<file path="config.mk">
export PLATFORM = sky130hd
export DESIGN_NAME = uart_port
export DESIGN_NICKNAME = d
export VERILOG_FILES = /design/src/logic/membus_pkg.sv /design/src/logic/uart_port.sv
export SDC_FILE = /design/constraint.sdc
export NUM_CORES = 1
export LEC_CHECK = 0
export ABC_AREA = 1
export CAP_MARGIN = 20
export CORE_MARGIN = 10
export CORE_UTILIZATION = 45
export CTS_CLUSTER_DIAMETER = 150
export DETAILED_ROUTE_END_ITERATION = 8
export DONT_BUFFER_PORTS = 1
export GPL_TIMING_DRIVEN = 0
export REMOVE_ABC_BUFFERS = 1
export SYNTH_ARGS = -nofsm -noshare
export SYNTH_HDL_FRONTEND = slang
export SYNTH_SLANG_ARGS = --single-unit
</file>
<file path="constraint.sdc">
create_clock -name clk -period 2.3 [get_ports clk]
set_input_delay 0.46 -clock clk [delete_from_list [all_inputs] [get_ports clk]]
set_output_delay 0.46 -clock clk [all_outputs]
set_load 0.01 [all_outputs]
</file>
<file path="src/logic/membus_pkg.sv">
`default_nettype none

package membus_pkg;

   ////////////////////////////////////////////////////////////
   // bus geometry and address map
   ////////////////////////////////////////////////////////////

   localparam int unsigned bus_addr_bits = 30;               // word address, byte offset dropped

   localparam int unsigned mem_words      = 1024;            // data/instruction memory depth
   localparam int unsigned mem_index_bits = $clog2(mem_words);

   localparam logic [bus_addr_bits-1:0] mem_base  = '0;      // first word of the memory
   localparam logic [bus_addr_bits-1:0] uart_addr = 30'h800; // single uart register

   ////////////////////////////////////////////////////////////
   // uart transmitter timing
   ////////////////////////////////////////////////////////////

   localparam int unsigned uart_bit_cycles = 8;              // clocks per serial bit
   localparam int unsigned uart_cnt_bits   = $clog2(uart_bit_cycles);
   localparam int unsigned uart_frame_bits = 10;             // start, 8 data, stop
   localparam int unsigned uart_idx_bits   = $clog2(uart_frame_bits);

   ////////////////////////////////////////////////////////////
   // memory word, whole or split into byte lanes
   ////////////////////////////////////////////////////////////

   typedef union packed {
      logic [31:0]     word;                                 // full 32-bit value
      logic [3:0][7:0] bytes;                                // lane 0 is bits 7:0
   } mem_word_u;

endpackage

`default_nettype wire

</file>
<file path="src/logic/uart_port.sv">
`default_nettype none

module uart_port (
   input  logic        clk,
   input  logic        arst_n,

   input  logic        mem_read,
   input  logic        mem_write,
   input  logic [3:0]  mask_byte,
   input  logic [31:0] write_data,
   output logic [31:0] read_data,

   output logic        uart_tx
);

   membus_pkg::mem_word_u                  wr_word;
   logic                                   start;
   logic                                   busy;
   logic                                   bit_done;
   logic [membus_pkg::uart_cnt_bits-1:0]   cycle_cnt;   // clocks within current bit
   logic [membus_pkg::uart_idx_bits-1:0]   bit_idx;     // 0 is the start bit
   logic [8:0]                             shift_q;     // data bits then stop bit

   assign wr_word.word = write_data;
   assign start        = mem_write && mask_byte[0] && !busy;   // busy writes are dropped
   assign bit_done     = cycle_cnt == membus_pkg::uart_bit_cycles - 1;

   ////////////////////////////////////////////////////////////
   // transmitter
   ////////////////////////////////////////////////////////////

   always_ff @(posedge clk or negedge arst_n) begin
      if (!arst_n) begin
         busy      <= 1'b0;
         uart_tx   <= 1'b1;                  // line idles high
         cycle_cnt <= '0;
         bit_idx   <= '0;
         shift_q   <= '1;
      end else if (start) begin
         busy      <= 1'b1;
         uart_tx   <= 1'b0;                  // start bit on the next clock
         cycle_cnt <= '0;
         bit_idx   <= '0;
         shift_q   <= {1'b1, wr_word.bytes[0]};
      end else if (busy) begin
         cycle_cnt <= cycle_cnt + 1'b1;
         if (bit_done) begin
            cycle_cnt <= '0;
            if (bit_idx == membus_pkg::uart_frame_bits - 1) begin
               busy    <= 1'b0;              // stop bit finished
               uart_tx <= 1'b1;
            end else begin
               bit_idx <= bit_idx + 1'b1;
               uart_tx <= shift_q[0];        // lsb first
               shift_q <= {1'b1, shift_q[8:1]};
            end
         end
      end
   end

   ////////////////////////////////////////////////////////////
   // status read
   ////////////////////////////////////////////////////////////

   always_ff @(posedge clk or negedge arst_n) begin
      if (!arst_n) begin
         read_data <= '0;
      end else begin
         read_data <= mem_read ? {31'b0, busy} : '0;   // busy as seen at the command
      end
   end

endmodule

`default_nettype wire

</file>
# ---- After elaboration in Yosys (flattened, before gate mapping)
# Cells that the tools add are included.
dict set report op_classes {
  muxes 20
  reduce_logical 7
  eq_ne 3
  addsub 2
}
# op n
set op_table {}
lappend op_table {{9-bit two-way mux} 4}
lappend op_table {{4-bit two-way mux} 4}
lappend op_table {{1-bit two-way mux} 9}
lappend op_table {{3-bit two-way mux} 3}
lappend op_table {{4-bit by 1-bit adder with 4-bit output (second input constant)} 1}
lappend op_table {{4-bit equality test (second input constant)} 1}
lappend op_table {{2-bit nonzero test} 2}
lappend op_table {{3-bit by 1-bit adder with 3-bit output (second input constant)} 1}
lappend op_table {{3-bit equality test (second input constant)} 1}
lappend op_table {{3-bit AND reduction} 1}
lappend op_table {{1-bit logical AND} 2}
lappend op_table {{2-bit != test (second input constant)} 1}
lappend op_table {{2-bit AND reduction} 1}
lappend op_table {{1-bit zero test} 1}
dict set report totals {
  in_bits 40
  ff_bits 19
  elab_cells 38
}

# ---- Logic depth before layout (Yosys ltp)
# Gate-level depths: netlist of run 1.
dict set report depth {
  ltp_word 5
  depth_mapped 9
}

# ---- Worst setup path before layout of run 1
# No wires, ideal clock.
dict set report synth_path {
  path_type {reg2reg}
  from {reg cycle_cnt[0] (netlist name)}
  to {reg shift_q[7]}
  required_time_ps 2224
  period_less_slack_ps 1366
  arrival_time_ps 1289
  path_slack_ps 934
  setup_ps 76
  path_stages_with_launch 10
  cell_sequence {dfrtp_1 ha_1 ha_1 nand2_2 clkinv_2 nand2_2 nand2_2 buf_6 nor2_1 nor2_2}
}
dict set report synth_via {
  elab_chain_cells 3
}
# item line
set synth_rtl {}
lappend synth_rtl {{start: declaration} uart_port.sv:20} ;# logic [membus_pkg::uart_cnt_bits-1:0] cycle_cnt;
lappend synth_rtl {{start signal: assignment} uart_port.sv:46} ;# cycle_cnt <= cycle_cnt + 1'b1;
lappend synth_rtl {{3-bit equality test} uart_port.sv:26} ;# assign bit_done = cycle_cnt == membus_pkg::uart_bit_cycles - 1;
lappend synth_rtl {{2-bit nonzero test (no line)} -}
lappend synth_rtl {{3-bit AND reduction (no line)} -}
lappend synth_rtl {{end signal: assignment} uart_port.sv:44} ;# shift_q <= {1'b1, wr_word.bytes[0]};
lappend synth_rtl {{end signal: assignment} uart_port.sv:55} ;# shift_q <= {1'b1, shift_q[8:1]};
lappend synth_rtl {{end: declaration} uart_port.sv:22} ;# logic [8:0] shift_q;
# No other way between the ends.
# A chain may end at the register's enable or synchronous reset.

# ---- Worst setup path after layout of run 1
dict set report layout_path {
  from {reg cycle_cnt[0] (netlist name)}
  to {reg bit_idx[3] (netlist name)}
}
dict set report layout_via {
  elab_chain_cells 3
}
# item line
set layout_rtl {}
lappend layout_rtl {{3-bit equality test} uart_port.sv:26}
lappend layout_rtl {{2-bit nonzero test (no line)} -}
lappend layout_rtl {{3-bit AND reduction (no line)} -}
lappend layout_rtl {{end signal: assignment} uart_port.sv:53} ;# bit_idx <= bit_idx + 1'b1;
lappend layout_rtl {{end: declaration} uart_port.sv:21} ;# logic [membus_pkg::uart_idx_bits-1:0] bit_idx;
# No other way between the ends.

==> impl_summary.log, run 1 <==
[metrics] Clk pin slew, worst setup/hold paths: approximately 0.11 ns
[metrics] top-area cell type share of the netlist area: slightly above 20%
[metrics] remaining antenna violation count after routing: 0
[metrics] min Tclk post-route: 1.52 ns
[metrics] number of buffer cells added on primary ports: 0
[metrics] clock tree from TritonCTS: built
[metrics] count of distinct cell types in the synthesized netlist: 23
[metrics] max-cap violation count: 0
[metrics] Routed WL per cell: 12.4 microns
[metrics] static power due to leakage: between 0.5 and 0.6 nW
[metrics] insertion delay of the later-clocked pin in the worst-skew pair: about 0.3 ns
[metrics] Placer Congestion: 0.752
[metrics] overall power of the completed layout: around 0.58 mW
[metrics] startpoint types: flop
[metrics] wirelength, routed: between 2000 and 2500 microns
[metrics] crit path capture type: flop
[metrics] DRC marker count from the first detailed-route iteration: 32
[metrics] global-route wire length before repair: between 3000 and 4000 microns
[metrics] count of instances resized after the clock tree is built: 0
[metrics] Die Area: ~5000 sq um
[metrics] total negative slack: 0 ns
[metrics] final-report max-slew violation count: 0
[metrics] GR Overflow Total: 0
[metrics] total standard cell area after synthesis: between 1000 and 1500 sq um
[metrics] width of the die: 70.6 microns
[metrics] number of buffers added by the clock tree synthesis step: 3
[metrics] drt via density: 4.43
[metrics] total core area: between 2000 and 2500 sq um
[metrics] result of the run: finished clean
[metrics] type of the worst min-delay path: in2reg
[metrics] cell accounting for the most synthesized area: dfstp_2
[metrics] Std-Cell Rows: 18
[metrics] fraction of layout cells with a size suffix above 1: between 15 and 20%
[metrics] post-synthesis sequential area ratio: between 40% and 50%
[metrics] share of the clock period used by the worst path after layout: between 60% and 70%
[metrics] number of primary I/O pins: between 70 and 80
[metrics] setup violation total in the final timing report: 0
[metrics] via count of the first global-routing pass: about 800
[metrics] setup clock skew after layout: about 0.0081 ns
[metrics] CP required: between 2 and 3 ns
[metrics] worst ir drop on vdd: between 400 and 500 uV
[metrics] root buffer cell: clkbuf_4
[metrics] #FFs+latches synth: 18
[metrics] type of the setup path with the least slack: reg2reg
[metrics] synth-to-layout area growth: -5.10%
[metrics] pwr/cell area: 534 nW/um^2
[metrics] DRC violations left: 0
[metrics] H-tree depth: 1
[metrics] mean post-synth cell area: just over 8 sq um
[metrics] dpl hpwl: between 1500 and 2000 microns
[metrics] Die Span Y: just over 70 microns
[metrics] number of diodes added for antenna fixing: 0
[metrics] fin nets: roughly 190
[metrics] number of vias in the routed layout: 767
[metrics] buffers from clock root to sink, at most: 2
[metrics] largest fanout on the critical path: 11
[metrics] unrepaired setup endpoints after global routing: false
[metrics] Crit path arrival time: ~1.8 ns
[metrics] remaining max-slew budget at the tightest pin: 46.1%
[metrics] number of iterations in the first detailed-routing pass: 4
[metrics] number of hold-slack violations in the final timing report: 0
[metrics] Initial Utilization: 46.9%
[metrics] number of antenna violations at the first check in global routing: 0
[metrics] pin count of the biggest net entering global routing: 19
[metrics] Fmax: 0.659 GHz
[metrics] cell count after synthesis: 141
[metrics] Clock Sink Count: 18
[metrics] total routing resource utilization after global routing: about 8.6%
[metrics] cells taking the most area after synthesis: dfstp_2 21%, buf_4 20%, dfrtp_1 20%, nand2_1 13%, ha_1 4.3%
[metrics] count of synthesis-stage warnings from yosys: 0
[metrics] Tightest Pin Transition: 0.806 ns
==> cells in the final DEF (no fill, tap or decap) <==
cell	instances
nand2_1	41
conb_1	31
dfrtp_1	9
dfstp_2	9
inv_1	7
nand3_1	7
nor2_1	5
o21ai_0	5
a21oi_1	4
ha_1	4
nand2_2	3
nand4_1	3
clkbuf_4	3
nor2_2	2
clkinv_2	1
inv_2	1
a21boi_0	1
nand3_2	1
o21ai_2	1
or2_2	1
or2_0	1
o21ai_1	1
clkbuf_8	1
dlygate4sd3_1	1
==> per-stage QoR <==
| step | area [sq um] | setup slack [ns] | util, % | instances | hold WS [ns] |
|---|---|---|---|---|---|
| global route | 1090 | 0.655 | 44.5 | 173 | 0.249 |
| detailed placement | 1050 | 0.786 | 42.7 | 168 | 0.165 |
| CTS | 1090 | 0.765 | 44.5 | 173 | 0.250 |
| finish | 1090 | 0.783 | 44.5 | 173 | 0.259 |
| global placement | 1050 | 0.792 | 42.7 | 168 | 0.165 |
| floorplan | 1010 | 0.949 | - | 138 | 0.164 |
==> where the power goes <==
group	leakage (nW)	internal, mW	switching, mW
clock network	0.0210	0.0967	0.105
registers	0.207	0.320	0.000861
logic	0.371	0.0109	0.0505
total	0.599	0.427	0.157
==> critical path, cell delays in order (launching register included) <==
cell and delay [ns]:
dfrtp_1 0.42, ha_1 0.21, ha_1 0.20, nand2_2 0.08, clkinv_2 0.07, nand2_2 0.09, nand2_2 0.15, inv_1 0.14
nand2_1 0.06, nand2_1 0.06
==> final timing paths <==
check	start	end	slack, ns	cells after the start
setup / recovery	cycle_cnt[0]	bit_idx[3]	0.78	9
hold / removal	mem_read	read_data[0]	0.26	2
setup reg to reg	cycle_cnt[0]	bit_idx[3]	0.78	9
hold reg to reg	shift_q[1]	shift_q[1]	0.47	2
max in group asynchronous	arst_n	cycle_cnt[1]	1.12	1
min in group asynchronous	arst_n	bit_idx[2]	0.67	1
==> metal layers <==
layer	up-vias	routed length [microns]	GRT usage [%]
li1	386	-	-
met1	347	966	9.93
met2	29	987	13.4
met3	5	170	4.74
met4	0	19	2.58
met5	-	0	0
==> synthesized netlist by cell type <==
cell / n
nand2_1: 41
buf_4: 31
dfrtp_1: 9
dfstp_2: 9
inv_1: 7
nand3_1: 7
nor2_1: 5
o21ai_0: 5
a21oi_1: 4
ha_1: 4
nand2_2: 3
nand4_1: 3
buf_6: 2
nor2_2: 2
a21boi_0: 1
clkinv_2: 1
conb_1: 1
inv_2: 1
nand3_2: 1
o21ai_1: 1
o21ai_2: 1
or2_0: 1
or2_2: 1
==> flip-flops by register name, indices dropped and copies added (netlist names) <==
register / cells
cycle_cnt: 3
uart_tx: 1
shift_q: 8
bit_idx: 4
busy: 1
read_data: 1
==> cell families (layout without fill, tap and decap cells) <==
family	count (synthesis)	after routing	share of synthesized area (%)
AND/OR/NAND/NOR	64	64	24.3
buffers and inverters	42	14	25.2
flip-flops	18	18	40.1
AO/OA/AOI/OAI	12	12	5.75
adder cells (fa/ha/maj)	4	4	4.34
other	1	31	0.325
==> area by class of cell <==
type | instances | area, sq um
Multi-Input combinational cell | 111 | 513
Fill cell | 245 | 1360
Sequential cell | 18 | 462
Clock buffer | 4 | 36.3
Timing Repair Buffer | 1 | 10.0
Inverter | 9 | 35.0
Tap cell | 30 | 37.5
==> what timing repair did <==
action | CTS | global route
hold buffers | 1 | 0
endpoints found under the hold margin | 18 | 0
setup buffers | 0 | 0
Power figures use the tool's default switching activity.
==> run 2: changes to the inputs <==
- clock period: 2.3 -> 1.27 ns (I/O delays scaled with it)
==> run 2 against run 1 <==
The run now ends with setup timing left; critical endpoint is now bit_idx[2]; combinational power rose by 110%; via count rose by 11%; sequential cell count did not move; fmax rose by 15%; core utilization rose by 7.7 points; worst setup slack got worse by 0.83 ns; first-iteration DRC count rose by 41%.
==> impl_summary.log, run 2 (synthesis gave the netlist of run 1 again) <==
[metrics] static power due to leakage: 0.658 nW (was 0.599 nW)
[metrics] unrepaired setup endpoints after global routing: true (was false)
[metrics] number of buffer cells added on primary ports: 0 (unchanged)
[metrics] reg-to-reg startpoint: cycle_cnt[1] (was cycle_cnt[0])
[metrics] total core area: 2450 sq um (unchanged)
[metrics] largest registers: shift_q: 8 flops, bit_idx: 4 flops, cycle_cnt: 3 flops (unchanged)
[metrics] Clk pin slew, worst setup/hold paths: 0.11 ns (about the same)
[metrics] drt via density: 4.73 (was 4.43)
[metrics] total negative slack: -0.293 ns (was 0 ns)
[metrics] width of the die: 70.6 microns (unchanged)
[metrics] Clock Sink Count: 18 (unchanged)
[metrics] worst setup path start: cycle_cnt[1] (was cycle_cnt[0])
[metrics] result of the run: complete, but fails checks (was finished clean)
[metrics] number of cells on the worst reg-to-reg path: 9 (unchanged)
[metrics] Fmax: 0.761 GHz (was 0.659 GHz)
[metrics] number of vias in the routed layout: 852 (was 767)
[metrics] setup violation total in the final timing report: 12 (was 0)
[metrics] Crit path arrival time: 1.57 ns (was 1.77 ns)
[metrics] synth-to-layout area growth: 11.3% (was -5.10%)
[metrics] smallest hold slack: 0.0552 ns (was 0.259 ns)
[metrics] number of buffers added by the clock tree synthesis step: 3 (unchanged)
[metrics] worst ir drop on vdd: 847 uV (was 464 uV)
[metrics] Initial Utilization: 46.9% (unchanged)
[metrics] overall power of the completed layout: 1.07 mW (was 0.584 mW)
[metrics] most frequent cells in the layout: 38 x nand2_1, 31 x conb_1, 9 x dfstp_2, 7 x dfrtp_1 (was 41 x nand2_1, 31 x conb_1, 9 x dfrtp_1, 9 x dfstp_2)
[metrics] family of cells with the greatest summed delay on the critical path: flip-flops (was simple AND/OR/NAND/NOR gates)
[metrics] most common cell after layout, fill and taps aside: nand2_1 (unchanged)
[metrics] Bufs and invs on worst path: 2 (unchanged)
[metrics] dpl hpwl: 1670 microns (unchanged)
[metrics] fraction of layout cells with a size suffix above 1: 31.3% (was 16.1%)
[metrics] sequence of cells on the critical path: ha_4 > ha_4 > nand2_4 > clkinv_4 > nand2_8 > nand2_8 > inv_6 > nand2_1 > nand2_1 (was ha_1 > ha_1 > nand2_2 > clkinv_2 > nand2_2 > nand2_2 > inv_1 > nand2_1 > nand2_1)
[metrics] clock tree from TritonCTS: built (unchanged)
[metrics] beginning of the worst hold path: mem_read (unchanged)
[metrics] crit path capture type: flop (unchanged)
[metrics] number of primary I/O pins: 73 (unchanged)
[metrics] Worst path max stage delay: 0.43 ns (was 0.42 ns)
[metrics] largest fanout on the critical path: 6 (was 11)
[metrics] flip-flop count of the largest register after layout: 8 (unchanged)
[metrics] type of the setup path with the least slack: reg2reg (unchanged)
[metrics] DRC violations left: 0 (unchanged)
[metrics] GR Overflow Total: 0 (unchanged)
[metrics] max-cap violation count: 0 (unchanged)
[metrics] failing checks: setup timing
[metrics] CP required: 1.52 ns (was 2.55 ns)
[metrics] most flop-heavy register: shift_q (unchanged)
[metrics] post-layout instance area: 1280 sq um (was 1090 sq um)
[metrics] Fill cells: 232 (was 245)
[metrics] Die Span Y: 70.6 microns (unchanged)
[metrics] Std-Cell Rows: 18 (unchanged)
[metrics] Tightest Pin Transition: 0.830 ns (was 0.806 ns)
[metrics] number of hold-slack violations in the final timing report: 0 (unchanged)
[metrics] Routed WL per cell: 14.0 microns (was 12.4 microns)
[metrics] Final Worst Setup Slack: -0.0446 ns (was 0.783 ns)
[metrics] final-report max-slew violation count: 0 (unchanged)
[metrics] setup clock skew after layout: 0.00654 ns (was 0.00808 ns)
[metrics] Placed Area: 1050 sq um (unchanged)
[metrics] number of iterations in the first detailed-routing pass: 4 (unchanged)
[metrics] root buffer cell: clkbuf_4 (unchanged)
[metrics] insertion delay of the later-clocked pin in the worst-skew pair: 0.30 ns (about the same)
[metrics] via count of the first global-routing pass: 859 (was 793)
[metrics] global-route wire length before repair: 3970 microns (was 3610 microns)
[metrics] total routing resource utilization after global routing: 9.54% (was 8.60%)
[metrics] H-tree depth: 1 (unchanged)
[metrics] wirelength, routed: 2530 microns (was 2140 microns)
[metrics] worst hold path stage count: 2 (unchanged)
[metrics] number of cells on the critical path: 9 (unchanged)
[metrics] type of the worst min-delay path: in2reg (unchanged)
[metrics] Die Area: 4990 sq um (unchanged)
[metrics] number of diodes added for antenna fixing: 0 (unchanged)
[metrics] min Tclk post-route: 1.31 ns (was 1.52 ns)
[metrics] Placer Congestion: 0.752 (unchanged)
[metrics] share of the clock period used by the worst path after layout: 104% (was 65.9%)
[metrics] multi-input gate area in the final layout: 648 sq um (was 513 sq um)
[metrics] pin count of the biggest net entering global routing: 19 (unchanged)
[metrics] FF/Latch Area: 464 sq um (was 462 sq um)
[metrics] number of antenna violations at the first check in global routing: 0 (unchanged)
[metrics] remaining max-slew budget at the tightest pin: 44.5% (was 46.1%)
[metrics] pwr/cell area: 836 nW/um^2 (was 534 nW/um^2)
[metrics] remaining antenna violation count after routing: 0 (unchanged)
[metrics] buffers from clock root to sink, at most: 2 (unchanged)
[metrics] startpoint types: flop (unchanged)
[metrics] fin nets: 195 (was 188)
[metrics] cell with the largest stage delay on the worst path: dfrtp_1 (unchanged)
[metrics] DRC marker count from the first detailed-route iteration: 45 (was 32)
-- run 2: cell types whose count changed in the layout (fill, tap and decap cells not counted), moves of 3 or more --
cell,change
buf_4,+3
ha_1,-3
nand2_1,-3
nor2_1,-4
nor2_2,+3
o21ai_0,-5
o21ai_1,+5
-- run 2: path summary, 6_finish.rpt --
| kind | slack [ns] | end |
|---|---|---|
| max in group asynchronous | 0.22 | bit_idx[0] |
| setup / recovery | -0.04 | bit_idx[2] |
| hold / removal | 0.06 | read_data[0] |
| min in group asynchronous | 0.48 | bit_idx[3] |
| setup reg to reg | -0.04 | bit_idx[2] |
| hold reg to reg | 0.47 | shift_q[1] |
-- run 2: power breakdown --
| part | internal (mW) | switching (mW) | total (mW) |
|---|---|---|---|
| Clock | 0.175 | 0.188 | 0.363 |
| Sequential | 0.579 | 0.00156 | 0.580 |
| Combinational | 0.0282 | 0.100 | 0.129 |
| Total | 0.782 | 0.290 | 1.07 |
-- run 2: layer usage --
metal	share of wire, %	global-route usage, %
met1	41	10.3
met4	0	3.23
met5	0	0
met2	51	15.8
met3	7.8	4.88
-- run 2: timing repair --
item | CTS | global route
cloned | 1 | 2
pin swaps | 7 | 3
hold buffers | 1 | 0
setup buffers | 2 | 2
resized for setup | 25 | 11
hold endpoints to repair | 18 | 0
setup endpoints to repair | 13 | 14
-- run 2: layout make-up --
type	count	area share, %
Clock buffer	4	2.83
Inverter	9	3.41
Multi-Input combinational cell	114	50.5
Sequential cell	18	36.2
Tap cell	30	2.93
Timing Repair Buffer	5	4.10
-- run 2: per-stage QoR --
stage                     util [%]  setup slack, ns  instances
after CTS                     49.2          -0.0257        176
final                         52.2          -0.0446        180
after floorplan                  -          -0.0812        138
after global placement        42.7           -0.238        168
after detailed placement      42.7           -0.244        168
after global routing          52.2          -0.0995        180
==> run 3: changes to the inputs <==
- CELL_PAD_IN_SITES_DETAIL_PLACEMENT: default -> 1
- CELL_PAD_IN_SITES_GLOBAL_PLACEMENT: default -> 2
- CORE_UTILIZATION: 45 -> 28
- PLACE_DENSITY_LB_ADDON: default -> 0.1
- TNS_END_PERCENT: default -> 30
==> run 3 against run 2 <==
The flow still finishes with violations (setup timing); sequential power barely moved; routed wire length increased by 19%; die area rose by 42%; via count grew 1.3%; final cell count is 13% higher; sequential cell count did not move; combinational power about the same; clock skew increased by 0.0011 ns.
==> impl_summary.log, run 3 (synthesis gave the netlist of run 1 again) <==
[metrics] result of the run: complete, but fails checks (unchanged)
[metrics] failing checks: setup timing (unchanged)
[metrics] share of the clock period used by the worst path after layout: 103% (was 104%)
[metrics] Crit path arrival time: 1.50 ns (was 1.57 ns)
[metrics] number of vias in the routed layout: 863 (was 852)
[metrics] drt via density: 4.23 (was 4.73)
[metrics] number of buffers added by the clock tree synthesis step: 3 (unchanged)
[metrics] H-tree depth: 1 (unchanged)
[metrics] post-layout instance area: 1320 sq um (was 1280 sq um)
[metrics] Placed Area: 1070 sq um (was 1050 sq um)
[metrics] Clock Sink Count: 18 (unchanged)
[metrics] fin nets: 199 (was 195)
[metrics] dpl hpwl: 2030 microns (was 1670 microns)
[metrics] Final Worst Setup Slack: -0.0411 ns (was -0.0446 ns)
[metrics] width of the die: 84.2 microns (was 70.6 microns)
[metrics] number of diodes added for antenna fixing: 0 (unchanged)
[metrics] total negative slack: -0.267 ns (was -0.293 ns)
[metrics] largest registers: shift_q: 8 flops, bit_idx: 4 flops, cycle_cnt: 3 flops (unchanged)
[metrics] DRC marker count from the first detailed-route iteration: 16 (was 45)
[metrics] total routing resource utilization after global routing: 8.29% (was 9.54%)
[metrics] most flop-heavy register: shift_q (unchanged)
[metrics] fraction of layout cells with a size suffix above 1: 30.5% (was 31.3%)
[metrics] most common cell after layout, fill and taps aside: nand2_1 (unchanged)
[metrics] total core area: 4000 sq um (was 2450 sq um)
[metrics] number of iterations in the first detailed-routing pass: 4 (unchanged)
[metrics] largest fanout on the critical path: 6 (unchanged)
[metrics] startpoint types: flop (unchanged)
[metrics] buffers from clock root to sink, at most: 2 (unchanged)
[metrics] Die Span Y: 84.2 microns (was 70.6 microns)
[metrics] max-cap violation count: 0 (unchanged)
[metrics] number of antenna violations at the first check in global routing: 0 (unchanged)
[metrics] Routed WL per cell: 14.7 microns (was 14.0 microns)
[metrics] number of primary I/O pins: 73 (unchanged)
[metrics] Clk pin slew, worst setup/hold paths: 0.07 ns (was 0.11 ns)
[metrics] Placer Congestion: 0.693 (was 0.752)
[metrics] wirelength, routed: 3000 microns (was 2530 microns)
[metrics] number of hold-slack violations in the final timing report: 0 (unchanged)
[metrics] CP required: 1.46 ns (was 1.52 ns)
[metrics] Initial Utilization: 28.8% (was 46.9%)
[metrics] insertion delay of the later-clocked pin in the worst-skew pair: 0.26 ns (was 0.30 ns)
[metrics] final-report max-slew violation count: 0 (unchanged)
[metrics] DRC violations left: 0 (unchanged)
[metrics] type of the setup path with the least slack: reg2reg (unchanged)
[metrics] number of buffer cells added on primary ports: 0 (unchanged)
[metrics] unrepaired setup endpoints after global routing: true (unchanged)
[metrics] Fmax: 0.763 GHz (was 0.761 GHz)
[metrics] via count of the first global-routing pass: 938 (was 859)
[metrics] type of the worst min-delay path: in2reg (unchanged)
[metrics] GR Overflow Total: 0 (unchanged)
[metrics] Fill cells: 500 (was 232)
[metrics] root buffer cell: clkbuf_8 (was clkbuf_4)
[metrics] most frequent cells in the layout: 37 x nand2_1, 31 x conb_1, 9 x dfstp_2, 7 x dfrtp_1, 7 x buf_4 (was 38 x nand2_1, 31 x conb_1, 9 x dfstp_2, 7 x dfrtp_1)
[metrics] static power due to leakage: 0.684 nW (was 0.658 nW)
[metrics] remaining max-slew budget at the tightest pin: 42.7% (was 44.5%)
[metrics] clock tree from TritonCTS: built (unchanged)
[metrics] remaining antenna violation count after routing: 0 (unchanged)
[metrics] pwr/cell area: 857 nW/um^2 (was 836 nW/um^2)
[metrics] min Tclk post-route: 1.31 ns (about the same)
[metrics] synth-to-layout area growth: 14.9% (was 11.3%)
[metrics] setup slack at placement: -0.346 ns (was -0.244 ns)
[metrics] pin count of the biggest net entering global routing: 19 (unchanged)
[metrics] crit path capture type: flop (unchanged)
[metrics] setup clock skew after layout: 0.00762 ns (was 0.00654 ns)
[metrics] setup violation total in the final timing report: 11 (was 12)
[metrics] flip-flop count of the largest register after layout: 8 (unchanged)
[metrics] FF/Latch Area: 464 sq um (unchanged)
[metrics] Tightest Pin Transition: 0.859 ns (was 0.830 ns)
[metrics] Std-Cell Rows: 23 (was 18)
[metrics] global-route wire length before repair: 4850 microns (was 3970 microns)
[metrics] Die Area: 7080 sq um (was 4990 sq um)
[metrics] worst ir drop on vdd: 563 uV (was 847 uV)
[metrics] multi-input gate area in the final layout: 632 sq um (was 648 sq um)
-- run 3: report_power, final --
part,internal [mW],total [mW],switching (mW),leakage [nW]
Clock,0.223,0.422,0.199,0.0228
Combinational,0.0281,0.132,0.103,0.456
Sequential,0.579,0.580,0.00163,0.205
-- run 3: final cells by class --
class | instances | area share [%]
repair buffers | 9 | 5.77
flip-flops and latches | 18 | 35.1
clock buffers | 4 | 3.40
inverters | 9 | 3.31
well taps | 50 | 4.73
multi-input cells | 114 | 47.7
-- run 3: worst paths after layout --
check / start / endpoint / slack (ns) / cells past startpoint
max reg2reg: cycle_cnt[0] / bit_idx[2] / -0.04 / 9
max: cycle_cnt[0] / bit_idx[2] / -0.04 / 9
min reg2reg: shift_q[1] / shift_q[1] / 0.46 / 2
min in group asynchronous: arst_n / cycle_cnt[0] / 0.17 / 1
max in group asynchronous: arst_n / bit_idx[0] / 0.50 / 1
min: mem_read / read_data[0] / 0.1 / 2
-- run 3: through the flow --
step / utilization, % / instances / power [mW] / hold WS, ns
2_1_floorplan: - / 138 / 0.673 / -0.0416
3_3_place_gp: 26.8 / 188 / 0.687 / -0.0407
3_5_place_dp: 26.8 / 188 / 0.688 / -0.0407
4_1_cts: 32.1 / 200 / 1.15 / 0.0933
5_1_grt: 33.1 / 204 / 1.21 / 0.110
6_report: 33.1 / 204 / 1.13 / 0.0972
-- run 3: repair_timing --
| item | 4_1_cts | 5_1_grt |
|---|---|---|
| endpoints found under the setup margin | 13 | 15 |
| hold buffers | 1 | 0 |
| setup buffers | 5 | 3 |
| endpoints found under the hold margin | 18 | 0 |
| pin swaps | 7 | 4 |
| gates resized for setup | 26 | 6 |
| gates cloned | 2 | 1 |
-- run 3: layer usage --
metal  track usage, %  vias up  part of all wire, %
li1                 -      413                    -
met5                0        -                    0
met3             3.86        0                  8.6
met1             8.96      417                   42
met4             1.37        0                    0
met2             14.6       33                   49
-- run 3: critical path: stages (launching register included) --
cell and delay (ns):
dfrtp_1 0.39, ha_2 0.20, ha_4 0.16, nand2_4 0.07
clkinv_4 0.07, nand2_8 0.10, nand2_8 0.08, inv_6 0.07
nand2_2 0.04, nand2_1 0.06
